==> src/logic/sdram_pkg.sv <==
/* sdram shared port definitions
   widths, queue entry and controller response records
   used by the request adapters, the queue and the controller */
package sdram_pkg;

    localparam int SDRAM_DW = 32;           // memory word width
    localparam int CLIENT_W = 1;            // tag width, two clients
    localparam int ENT_AW   = 16;           // entry address field, covers SDRAMW up to 16
    localparam int ENT_DW   = 16;           // entry write data field
    localparam int ENT_MW   = ENT_DW / 8;   // one enable per byte lane

    typedef logic [CLIENT_W-1:0] client_t;
    typedef logic [ENT_AW-1:0]   ent_addr_t;
    typedef logic [ENT_DW-1:0]   ent_data_t;
    typedef logic [ENT_MW-1:0]   ent_mask_t;

    // one queued request, built by the queue from an adapter's outputs
    typedef struct packed {
        client_t   client;  // which adapter asked
        logic      rnw;     // high for read
        ent_addr_t addr;    // word address, region offset already added
        ent_data_t wdata;
        ent_mask_t wmask;   // byte lanes to update on a write
    } rq_entry_t;

    // controller answer, broadcast to both adapters
    typedef struct packed {
        logic                valid;     // one cycle strobe
        client_t             client;
        logic                rnw;
        logic [SDRAM_DW-1:0] rdata;     // full stored word
    } rq_resp_t;

endpackage

==> src/logic/mem_rq.sv <==
/* chip select request adapter
   one request per rising edge of cs, address moved into the client region,
   data_ok held from the tagged response until cs drops */
`timescale 1ns/1ps

module mem_rq #(
    parameter int SDRAMW    = 10,
    parameter int AW        = 8,
    parameter int DW        = 16,
    parameter int CLIENT_ID = 0
) (
    input  logic                  clk,
    input  logic                  rst,
    input  logic [AW-1:0]         addr,
    input  logic [SDRAMW-1:0]     offset,     // region base, static during play
    input  logic                  addr_ok,    // cs from the cpu decoder
    input  logic                  wrin,       // high for a write cycle
    input  logic [DW-1:0]         wrdata,
    input  sdram_pkg::rq_resp_t   resp,
    output logic                  req,
    output logic                  req_rnw,
    output logic [SDRAMW-1:0]     sdram_addr,
    output logic [DW-1:0]         wdata,
    output logic                  data_ok,
    output logic [DW-1:0]         dout
);

    localparam sdram_pkg::client_t MY_TAG = sdram_pkg::client_t'(CLIENT_ID);

    logic [SDRAMW-1:0] addr_ext;
    logic              last_cs;
    logic              cs_posedge;
    logic              cs_negedge;
    logic              resp_hit;
    logic              start;

    assign addr_ext   = SDRAMW'(addr);      // zero extended cpu address
    assign cs_posedge = addr_ok && !last_cs;
    assign cs_negedge = !addr_ok && last_cs;
    assign resp_hit   = resp.valid && (resp.client == MY_TAG) && req; // our answer
    assign start      = cs_posedge && !resp_hit;

    // request and strobe state
    always_ff @(posedge clk or posedge rst) begin
        if (rst) begin
            last_cs <= 1'b0;
            req     <= 1'b0;
            data_ok <= 1'b0;
        end else begin
            last_cs <= addr_ok;
            if (cs_negedge) data_ok <= 1'b0;    // strobe ends with cs
            if (resp_hit) begin
                req     <= 1'b0;
                data_ok <= 1'b1;
            end else if (start) begin
                req     <= 1'b1;                // held until the response
                data_ok <= 1'b0;
            end
        end
    end

    // request payload and read data
    always_ff @(posedge clk) begin
        if (start) begin
            req_rnw    <= ~wrin;
            sdram_addr <= addr_ext + offset;    // move into client region
            wdata      <= wrdata;
        end
        if (resp_hit && resp.rnw) dout <= resp.rdata[DW-1:0];   // low lanes only
    end

endmodule

==> config.mk <==
export PLATFORM = sky130hd
export DESIGN_NAME = mem_rq
export DESIGN_NICKNAME = d
export VERILOG_FILES = /design/src/logic/sdram_pkg.sv /design/src/logic/mem_rq.sv
export SDC_FILE = /design/constraint.sdc
export NUM_CORES = 1
export LEC_CHECK = 0
export ABC_AREA = 1
export BUFFER_PORTS_ARGS = -buffer_cell sky130_fd_sc_hd__buf_4
export CAP_MARGIN = 20
export CORE_ASPECT_RATIO = 0.8
export CORE_MARGIN = 5
export CORE_UTILIZATION = 47
export CTS_BUF_LIST = sky130_fd_sc_hd__clkbuf_8
export DETAILED_ROUTE_END_ITERATION = 8
export GPL_ROUTABILITY_DRIVEN = 0
export PLACE_DENSITY = 0.89
export SLEW_MARGIN = 15
export SYNTH_ARGS = -nofsm -noshare
export SYNTH_HDL_FRONTEND = slang
export SYNTH_SLANG_ARGS = --single-unit
==> constraint.sdc <==
create_clock -name clk -period 5 [get_ports clk]
set_input_delay 1.25 -clock clk [delete_from_list [all_inputs] [get_ports clk]]
set_output_delay 1.25 -clock clk [all_outputs]
set_load 0.02 [all_outputs]
Word level (Yosys, flattened, before mapping) --
Index checks and enable logic that the tools add are counted.
Word-level totals: bits in registers 46, word-level logic and storage cells 26
Operators by class: add/sub/neg operators 1, muxes and demuxes 5, bitwise gates (word level) 2, reductions and logical operators 11
Operators with widths (number):
- 8-bit by 10-bit adder with 10-bit output | 1
- 1-bit logical AND | 6
- 1-bit 2-to-1 mux | 5
- 1-bit zero test | 3
- 3-bit nonzero test | 1
- 1-bit NOT | 2
- 2-bit nonzero test | 1

Depth between registers and ports, before layout --
Gate-level depths: netlist (run 1).
word-level depth 7, mapped depth 10, gate-level depth less buffers 10

Worst setup path before layout (run 1) --
No wires, ideal clock.
path type input port to flip-flop, start in resp[34] (netlist name), end reg req_rnw (enable), setup time 0.445 ns, arrival time 3.213 ns, setup slack 1.342 ns, cell stages on the path 3, cell sequence nand2_1 > nor2_1 > nor3_1
On the way: longest elaborated chain between the ends 4
Ends and longest elaborated chain:
- from (decl) | RTL line mem_rq.sv:19 | input sdram_pkg::rq_resp_t resp,
- 1-bit logical AND (2 in series) | RTL line mem_rq.sv:40 | assign resp_hit = resp.valid && (resp.client == MY_TAG) && req;
- 1-bit zero test | RTL line mem_rq.sv:41 | assign start = cs_posedge && !resp_hit;
- 1-bit logical AND | RTL line mem_rq.sv:41
- named net start | RTL line mem_rq.sv:35 | logic start;
- to (signal assigned) | RTL line mem_rq.sv:65 | req_rnw <= ~wrin;
- to (decl) | RTL line mem_rq.sv:21 | output logic req_rnw,
The timed path passes the listed nets, and every way through them passes these cells. A chain may end at the register's enable or synchronous reset.

Worst setup path after layout (run 1) --
start in offset[0], end reg sdram_addr[8], data pin
On the way: longest elaborated chain between the ends 1
Ends and longest elaborated chain:
- from (decl) | RTL line mem_rq.sv:15 | input logic [SDRAMW-1:0] offset,
- 8-bit by 10-bit adder with 10-bit output | RTL line mem_rq.sv:66 | sdram_addr <= addr_ext + offset;
- to (signal assigned) | RTL line mem_rq.sv:66
- to (decl) | RTL line mem_rq.sv:22 | output logic [SDRAMW-1:0] sdram_addr,
No other way between the ends.

==> out/results.ini, run 1 <==
[route]
antenna_left = 0
vias_per_cell = 4.63
drt_iter0_markers = 42
vias = 1418
drtPass1Iterations = 4
drt_wl_total_um = 4510
drc = 0
post_drt_wl_per_cell_um = 14.7

[logic_synthesis]
syn-cell-area_um2 = 1870
yosysMostFrequentCell = edfxtp_1
ys_async_sr_fraction = 0.0652
synth-edff-count = 43
synth_common_cells = 43 x edfxtp_1, 30 x nand2_1, 21 x inv_1
yosys_register_bits = 46
synth_top_area_share = 0.690
ys_seq_area_frac = 0.730
synth-main-ff-cell = edfxtp_1
ys_top_cells_by_area = edfxtp_1 69%, nand2_1 6.0%, ha_1 5.3%
syn_avg_cell_area_um2 = 13.3
ys_types = 18
synthesis.yosys.warnings = 0
synth.net_count = 223
syn_inst = 141
synth_top_area_cell = edfxtp_1

[timing]
final.setup.tns_ps = 0
finalCritPeriodShare = 0.482
max_slew.worst_pin.slew_ps = 713
finalMaxSlewViolations = 0
slew_headroom = 0.524
final.min_clock_period_ps = 2410
fmax_ghz = 0.415
rsz0062_at_grt = no
finalSetupViolations = 0
hold_viol = 0
postLayoutSetupSlackWorst_ps = 2590
clock_skew_ps = 5.47
hold_slack_ps = 539

[power_and_ir_drop]
totalPowerFinal_mw = 0.862
pwr-share-seq = 0.526
p_per_area_nw_per_um2 = 305
p_clk_frac = 0.304
leakage_nw = 1.32
ir_drop_mv = 0.122
p_int_mw = 0.664
comb_power_share = 0.171
switching_share = 0.230
p_switching_mw = 0.198

[cts]
cts_tree = yes
clock_sinks = 46
postCtsHoldBufs = 0
htreeDepth = 2
postCtsResizedCells = 0
post_cts.repair.setup_buffers = 0
cts_inserted_buffers = 5
clockRootBuffer = clkbuf_8
path_clk_slew_ps = 80
clk_latency_ps = 290
cts_buffer_depth = 2

[global_route]
grt-ovfl-total = 0
grtUsageTotal = 0.174
first_global_vias = 1466
antenna_found_initial = 0
grt_max_degree = 28
grt_pass1_wl_um = 6860

[finish]
area_growth_pct = 50.9
drive_gt1_frac = 0.446
nets = 332
instances_no_fill = 306
antennaDiodeCount = 0

[status]
status = finished, final reports clean

[place]
dp_hpwl_um = 3740
io_buffers = 101
dp_slack_ps = 2090
dp.cells = 298

[flow_run]
drv_cap = 0

[floorplan]
dieWidth_um = 80.6
dieArea_um2 = 5350
die_h_um = 66.4
start_util = 0.489
ios = 118
num_rows = 20
core_area_um2 = 3830

[worst_setup_path]
worstSetupStartpointType = primary input
cp.arrival_ps = 2460
critPathMaxFanout = 3
cp-end-kind = register
required_ps = 5050
path_class = primary input to register

[hold_path]
hold_class = register to register

-- state kept, by name, indices dropped and copies added (netlist names) --
register / count
last_cs: 1
req: 1
wdata: 16
data_ok: 1
req_rnw: 1
dout: 16
sdram_addr: 10
-- per-layer routing --
| metal | vias up | track usage | part of all wire | routed length [um] |
|---|---|---|---|---|
| li1 | 696 | - | - | - |
| met2 | 82 | 0.333 | 0.53 | 2370 |
| met5 | - | 0 | 0 | 0 |
| met1 | 637 | 0.171 | 0.34 | 1540 |
| met3 | 3 | 0.0695 | 0.13 | 578 |
| met4 | 0 | 0.0506 | 0.0040 | 18 |
-- final timing paths --
| check | to | from | depth (start not counted) | slack, ps |
|---|---|---|---|---|
| hold reg to reg | req | req | 2 | 540 |
| setup reg to reg | dout[11] | req | 4 | 3390 |
| max in group asynchronous | last_cs | rst | 2 | 4050 |
| hold / removal | req | req | 2 | 540 |
| min in group asynchronous | req | rst | 2 | 820 |
| setup / recovery | sdram_addr[8] | offset[0] | 10 | 2590 |
-- stage by stage --
stage	utilization	area, um2
after floorplan	-	1870
after global placement	0.708	2710
after detailed placement	0.708	2710
after CTS	0.737	2820
after global routing	0.738	2820
final	0.738	2820
-- worst max-delay path, stage by stage --
cell and delay, ps:
buf_4 80, ha_1 190, inv_1 60, fa_1 400, inv_1 90, nand3_1 70
nand2_1 110, nand2_1 80, nand3_1 80, nand2_1 60
-- logic make-up after synthesis --
logic type                 after synthesis  synth area share
AOI/OAI and AO/OA                        9            0.0267
xor gates and xnor gates                 4            0.0187
adders and majority gates                9            0.0642
buffers and inverters                   21            0.0421
DFF                                     46             0.730
and+or+nand+nor                         52             0.118
-- layout by cell type (no fill, tap or decap), types with 3 or more instances in the layout --
master	n
a21oi_1	4
xor2_1	3
buf_4	102
dfrtp_1	3
o21ai_0	3
edfxtp_1	43
nand2_1	30
nor2_1	8
clkbuf_8	5
nand4_1	3
nand3_1	7
ha_1	8
inv_1	22
-- layout make-up --
cell class / count / area, um2
well taps: 55 / 68.8
flip-flops and latches: 46 / 1370
multi-input cells: 74 / 434
inverters: 21 / 78.8
fillers: 261 / 1000
repair buffers: 102 / 766
clock inverters: 3 / 41.3
clock buffers: 5 / 68.8
-- power by group through the flow --
| stage | sequential (mW) | combinational, mW | clock (mW) |
|---|---|---|---|
| 2_1_floorplan | 0.486 | 0.0490 | 0 |
| 3_3_place_gp | 0.461 | 0.143 | 0 |
| 3_5_place_dp | 0.462 | 0.148 | 0 |
| 4_1_cts | 0.453 | 0.149 | 0.267 |
| 5_1_grt | 0.455 | 0.161 | 0.288 |
| 6_report | 0.453 | 0.147 | 0.262 |
Power figures use the tool's default switching activity.
==> run 2, diff against run 1 <==
--- a/config.mk
+++ b/config.mk
@@ -5,16 +5,16 @@
 export SDC_FILE = /design/constraint.sdc
 export NUM_CORES = 1
 export LEC_CHECK = 0
-export ABC_AREA = 1
+export ABC_AREA = 0
 export BUFFER_PORTS_ARGS = -buffer_cell sky130_fd_sc_hd__buf_4
 export CAP_MARGIN = 20
 export CORE_ASPECT_RATIO = 0.8
 export CORE_MARGIN = 5
-export CORE_UTILIZATION = 47
+export CORE_UTILIZATION = 39
 export CTS_BUF_LIST = sky130_fd_sc_hd__clkbuf_8
 export DETAILED_ROUTE_END_ITERATION = 8
 export GPL_ROUTABILITY_DRIVEN = 0
-export PLACE_DENSITY = 0.89
+export PLACE_DENSITY = 0.8
 export SLEW_MARGIN = 15
 export SYNTH_ARGS = -nofsm -noshare
 export SYNTH_HDL_FRONTEND = slang
==> constraint.sdc (replaced) <==
create_clock -name clk -period 2.1 [get_ports clk]
set_input_delay 0.525 -clock clk [delete_from_list [all_inputs] [get_ports clk]]
set_output_delay 0.525 -clock clk [all_outputs]
set_load 0.02 [all_outputs]
==> run 2 against run 1 <==
Via count is 10% lower. Routed wire length is 12% lower. Core utilization is 12 points lower. Flip-flop and latch count stayed put. Non-clock buffer count is 4 higher. Sequential power is 140% higher. Synthesized cell count is 23% lower. Die area is 15% higher. Sequential share of layout area is 0.064 points lower. Area after synthesis is 2.5% lower. Power grew to 2.5 times the previous value. Critical path type unchanged. Largest cell class unchanged. Largest power group unchanged.
==> out/results.ini, run 2 <==
[route]
drt_iter0_markers = 17  ; -60%
vias_per_cell = 4.51  ; -2.8%
antenna_left = 0  ; unchanged
drtPass1Iterations = 4  ; unchanged
drt_wl_total_um = 3990  ; -12%
drc = 0  ; unchanged
vias = 1275  ; -10%
post_drt_wl_per_cell_um = 14.1  ; -4.4%

[logic_synthesis]
synth_common_cells = 43 x edfxtp_1, 9 x inv_1, 8 x ha_1
syn_avg_cell_area_um2 = 16.7  ; +26%
yosysMostFrequentCell = edfxtp_1
synth.net_count = 191  ; -14%
synth_top_area_share = 0.708  ; +0.0180
synth_top_area_cell = edfxtp_1
yosys_register_bits = 46  ; unchanged
syn-cell-area_um2 = 1820  ; -2.5%
synthesis.yosys.warnings = 0  ; unchanged
ys_types = 30  ; +12
ys_top_cells_by_area = edfxtp_1 71%, ha_1 5.5%, dfrtp_1 4.1%
syn_inst = 109  ; -23%
synth-main-ff-cell = edfxtp_1
ys_async_sr_fraction = 0.0652  ; unchanged
synth-edff-count = 43  ; unchanged
ys_seq_area_frac = 0.749  ; +0.0190

[global_route]
antenna_found_initial = 0  ; unchanged
grt_pass1_wl_um = 5930  ; -13%
grt_max_degree = 17  ; -39%
grtUsageTotal = 0.128  ; -0.0461
grt-ovfl-total = 0  ; unchanged
first_global_vias = 1270  ; -13%

[finish]
instances_no_fill = 283  ; -7.5%
final_core_utilization = 0.619  ; -0.119
antennaDiodeCount = 0  ; unchanged
final_common_cell = buf_4
nets = 304  ; -8.4%
fill_cells = 369  ; +41%
layout_common_cells = 106 x buf_4, 43 x edfxtp_1, 9 x inv_1
drive_gt1_frac = 0.529  ; +0.0829
area_growth_pct = 55.0
largest_registers = dout: 16 flops, wdata: 16 flops, sdram_addr: 10 flops
finalInstanceArea_um2 = 2830  ; +0.13%

[worst_setup_path]
worstSetupStartpointType = primary input
worst_path_max_delay_cell = fa_1
path_class = primary input to register
crit_path_max_incr_delay_ps = 370  ; -30 ps
critical-path-top-delay-family = adder cells
required_ps = 2140  ; -2910 ps
path_buf_inv = 2  ; -1
cp-end-kind = register
critPathMaxFanout = 2  ; -1
cp.arrival_ps = 1850  ; -610 ps
path_cells = buf_4 > ha_1 > inv_1 > fa_1 > and2b_1 > o2111ai_1 > a31oi_1 > xnor2_1

[timing]
postLayoutSetupSlackWorst_ps = 290  ; -2300 ps
max_slew.worst_pin.slew_ps = 281  ; -432 ps
finalSetupViolations = 0  ; unchanged
hold_viol = 0  ; unchanged
final.min_clock_period_ps = 1810
fmax_ghz = 0.553
finalCritPeriodShare = 0.862
final.setup.tns_ps = 0  ; unchanged
finalMaxSlewViolations = 0  ; unchanged
slew_headroom = 0.812  ; +0.288
rsz0062_at_grt = no
hold_slack_ps = 101  ; -438 ps
clock_skew_ps = 3.37  ; -2.10 ps

[cts]
path_clk_slew_ps = 80  ; about the same
clockRootBuffer = clkbuf_8
clk_latency_ps = 280  ; about the same
htreeDepth = 2  ; unchanged
postCtsHoldBufs = 0  ; unchanged
post_cts.repair.setup_buffers = 0  ; unchanged
clock_sinks = 46  ; unchanged
cts_buffer_depth = 2  ; unchanged
postCtsResizedCells = 0  ; unchanged
cts_tree = yes
cts_inserted_buffers = 5  ; unchanged

[power_and_ir_drop]
p_per_area_nw_per_um2 = 768  ; +150%
totalPowerFinal_mw = 2.17  ; +150%
ir_drop_mv = 0.360  ; +200%
leakage_nw = 1.23  ; -6.6%

[flow_run]
drv_cap = 0  ; unchanged

[place]
dp_slack_ps = -11.3  ; -2100 ps
dp_hpwl_um = 3320  ; -11%
dp.cells = 275  ; -7.7%
io_buffers = 101  ; unchanged
placed_cell_area_um2 = 2700  ; -0.60%

[floorplan]
ios = 118  ; unchanged
die_h_um = 71.2  ; +7.1%
dieArea_um2 = 6150  ; +15%
dieWidth_um = 86.5  ; +7.3%
start_util = 0.399  ; -0.0897
num_rows = 22  ; +10%
core_area_um2 = 4570  ; +19%

[hold_path]
hold_class = primary input to async pin

[status]
status = finished, final reports clean

-- run 2: changes by cell type in the layout (fill, tap and decap cells not counted), sizes merged, moves of 3 or more --
cell and change:
buf +4, inv -13, nand2 -26, nand3 -7
nand3b +3, nand4 -3, nor2 -5, xnor2 +6
-- run 2: power by group --
group | switching [mW] | internal (mW) | total (mW) | leakage, nW
Clock | 0.265 | 0.470 | 0.736 | 0.0658
Combinational | 0.172 | 0.184 | 0.356 | 0.729
Sequential | 0.0154 | 1.06 | 1.08 | 0.433
-- run 2: worst paths after layout --
kind | start | end | slack [ps] | depth (start not counted)
setup / recovery | offset[0] | sdram_addr[8] | 290 | 8
min in group clk | addr_ok | last_cs | 370 | 1
setup reg to reg | req | sdram_addr[2] | 840 | 3
hold / removal | rst | req | 100 | 2
max in group asynchronous | rst | last_cs | 1870 | 2
hold reg to reg | data_ok | data_ok | 490 | 2
-- run 2: cell type report --
| class | instances | area (um2) | share of cell area |
|---|---|---|---|
| multi-input cells | 54 | 424 | 0.150 |
| inverters | 9 | 33.8 | 0.0119 |
| well taps | 60 | 75.1 | 0.0265 |
| clock inverters | 3 | 63.8 | 0.0226 |
| repair buffers | 106 | 796 | 0.281 |
| flip-flops and latches | 46 | 1370 | 0.483 |
| clock buffers | 5 | 68.8 | 0.0243 |
-- run 2: kinds of logic after synthesis --
logic type / count (synthesis) / share of synthesized area
AO/OA/AOI/OAI: 19 / 0.0761
XOR/XNOR: 8 / 0.0384
adder cells (fa/ha/maj): 9 / 0.0658
buffers and inverters: 9 / 0.0185
flip-flops: 46 / 0.749
AND/OR/NAND/NOR: 18 / 0.0521
-- run 2: routing by layer --
metal	part of all wire	routed length [um]	vias to the layer above	GRT usage
met4	0.0090	36	0	0.0467
met3	0.12	492	4	0.0536
met2	0.47	1860	74	0.216
met1	0.40	1600	563	0.144
met5	0	0	-	0
li1	-	-	634	-
==> run 3, diff against run 2 <==
--- a/config.mk
+++ b/config.mk
@@ -10,11 +10,11 @@
 export CAP_MARGIN = 20
 export CORE_ASPECT_RATIO = 0.8
 export CORE_MARGIN = 5
-export CORE_UTILIZATION = 39
+export CORE_UTILIZATION = 43
 export CTS_BUF_LIST = sky130_fd_sc_hd__clkbuf_8
 export DETAILED_ROUTE_END_ITERATION = 8
 export GPL_ROUTABILITY_DRIVEN = 0
-export PLACE_DENSITY = 0.8
+export PLACE_DENSITY = 0.83
 export SLEW_MARGIN = 15
 export SYNTH_ARGS = -nofsm -noshare
 export SYNTH_HDL_FRONTEND = slang
==> constraint.sdc (replaced) <==
create_clock -name clk -period 1.93 [get_ports clk]
set_input_delay 0.4825 -clock clk [delete_from_list [all_inputs] [get_ports clk]]
set_output_delay 0.4825 -clock clk [all_outputs]
set_load 0.02 [all_outputs]
==> run 3 against run 2 <==
Power shrank 1.9%. Clock skew about the same. Highest routed layer unchanged. Count of clock-buffer cells in the layout unchanged. Non-clock buffer count rose by 1. Cell area decreased by 0.93%. Hold slack worse by 48 ps. Sequential power up 8%. Sequential share of layout area up 0.45 points. Largest power group unchanged. Die area decreased by 8.1%. Final cell count shrank 0.71%. Worst setup slack worse by 110 ps. Register-to-register slack got worse by 160 ps. Critical path type unchanged.
==> out/results.ini, run 3 (synthesis results as in run 2) <==
[status]
status = finished, final reports clean

[timing]
finalSetupViolations = 0  ; unchanged
rsz0062_at_grt = no
hold_viol = 0  ; unchanged
slew_headroom = 0.831  ; +0.0192
final.setup.tns_ps = 0  ; unchanged
final.min_clock_period_ps = 1750
finalMaxSlewViolations = 0  ; unchanged
max_slew.worst_pin.slew_ps = 251  ; -30.3 ps
postLayoutSetupSlackWorst_ps = 181  ; -109 ps
clock_skew_ps = 3.40  ; +0.0212 ps
fmax_ghz = 0.572
finalCritPeriodShare = 0.906

[power_and_ir_drop]
p_switching_mw = 0.511  ; +13%
comb_power_share = 0.185  ; +0.021
totalPowerFinal_mw = 2.13  ; -1.9%
p_clk_frac = 0.263  ; -0.076
p_per_area_nw_per_um2 = 761  ; -0.96%
pwr-share-seq = 0.551  ; +0.054
switching_share = 0.240  ; +0.0315
p_int_mw = 1.62  ; -5.8%
leakage_nw = 1.21  ; -1.1%
ir_drop_mv = 0.388  ; +7.6%

[global_route]
first_global_vias = 1313  ; +3.4%
grt_pass1_wl_um = 6090  ; +2.5%
antenna_found_initial = 0  ; unchanged
grtUsageTotal = 0.142  ; +0.0147
grt-ovfl-total = 0  ; unchanged
grt_max_degree = 28  ; +11

[finish]
drive_gt1_frac = 0.536  ; +0.00657
nets = 305  ; +0.33%
area_growth_pct = 53.6
largest_registers = dout: 16 flops, wdata: 16 flops, sdram_addr: 10 flops
antennaDiodeCount = 0  ; unchanged
finalInstanceArea_um2 = 2800  ; -0.93%
layout_common_cells = 106 x buf_4, 43 x edfxtp_1, 9 x inv_1
final_common_cell = buf_4
final_core_utilization = 0.675  ; +0.0560

[worst_setup_path]
worst_path_max_delay_cell = fa_1
critPathMaxFanout = 2  ; unchanged
rr_worst_depth = 3  ; unchanged
rr_endpoint = wdata[1]
rrSetupSlack_ps = 680  ; -160 ps
path_cells = buf_4 > ha_1 > inv_1 > fa_1 > and2b_1 > o2111ai_1 > a31oi_1 > xnor2_1
path_class = primary input to register
cp-end-kind = register
r2r-start = req
crit_path_max_incr_delay_ps = 380  ; about the same
cp.arrival_ps = 1800  ; -50 ps
required_ps = 1980  ; -160 ps
worstSetupStartpointType = primary input

[floorplan]
dieWidth_um = 82.8  ; -4.2%
num_rows = 21  ; -4.5%
dieArea_um2 = 5650  ; -8.1%
start_util = 0.439  ; +0.0402
ios = 118  ; unchanged
core_area_um2 = 4150  ; -9.1%
die_h_um = 68.3  ; -4.1%

[place]
dp_hpwl_um = 3230  ; -2.8%
placed_cell_area_um2 = 2710  ; +0.60%
dp_slack_ps = -113  ; -102 ps
io_buffers = 101  ; unchanged

[cts]
cts_inserted_buffers = 5  ; unchanged
cts_tree = yes
path_clk_slew_ps = 90  ; about the same
postCtsResizedCells = 0  ; unchanged
cts_buffer_depth = 2  ; unchanged
htreeDepth = 2  ; unchanged
postCtsHoldBufs = 0  ; unchanged
clk_latency_ps = 290  ; about the same
post_cts.repair.setup_buffers = 0  ; unchanged
clockRootBuffer = clkbuf_8
clock_sinks = 46  ; unchanged

[route]
vias_per_cell = 4.66  ; +3.5%
drc = 0  ; unchanged
antenna_left = 0  ; unchanged
drt_iter0_markers = 46  ; +29
vias = 1310  ; +2.7%
drtPass1Iterations = 4  ; unchanged
post_drt_wl_per_cell_um = 14.0  ; -0.88%
drt_wl_total_um = 3930  ; -1.6%

[flow_run]
drv_cap = 0  ; unchanged

[hold_path]
hold_class = primary input to async pin

[run 3: layer usage]
metal  track usage  vias to the layer above  share of wire
met2         0.269                       69           0.52
met4        0.0490                        0         0.0099
li1              -                      630              -
met1         0.151                      606           0.37
met5             0                        -              0
met3        0.0505                        5           0.10
[run 3: metrics by stage]
step / hold WS (ps) / cells
floorplan: 236 / 109
global placement: 363 / 273
detailed placement: 360 / 273
CTS: 45.2 / 281
global route: 36.7 / 281
finish: 52.9 / 281
[run 3: worst max path at each step]
stage                   start             to  slack [ps]  cells after the start
floorplan           offset[0]  sdram_addr[8]           6                      7
global placement    offset[0]  sdram_addr[8]        -110                      8
detailed placement  offset[0]  sdram_addr[8]        -110                      8
CTS                 offset[0]  sdram_addr[8]         190                      8
global route        offset[0]  sdram_addr[8]          60                      8
finish              offset[0]  sdram_addr[8]         180                      8
[run 3: worst max-delay path, delay by kind of cell]
kind / cells / cell delay, ps
AND/OR/NAND/NOR: 1 / 230
buffers and inverters: 2 / 140
AO/OA/AOI/OAI: 2 / 340
adder cells (fa/ha/maj): 2 / 530
XOR/XNOR: 1 / 80
[run 3: area by class of cell]
cell class,instances,area [um2]
multi-input cells,54,424
clock buffers,5,68.8
repair buffers,107,816
clock inverters,3,21.3
flip-flops and latches,46,1370
inverters,9,33.8
well taps,57,71.3
fillers,315,1350
[run 3: power by group through the flow]
stage	sequential, mW	clock, mW	combinational, mW
floorplan	1.26	0	0.132
CTS	1.18	0.573	0.400
global placement	1.20	0	0.389
finish	1.17	0.561	0.395
detailed placement	1.20	0	0.399
global route	1.18	0.632	0.432
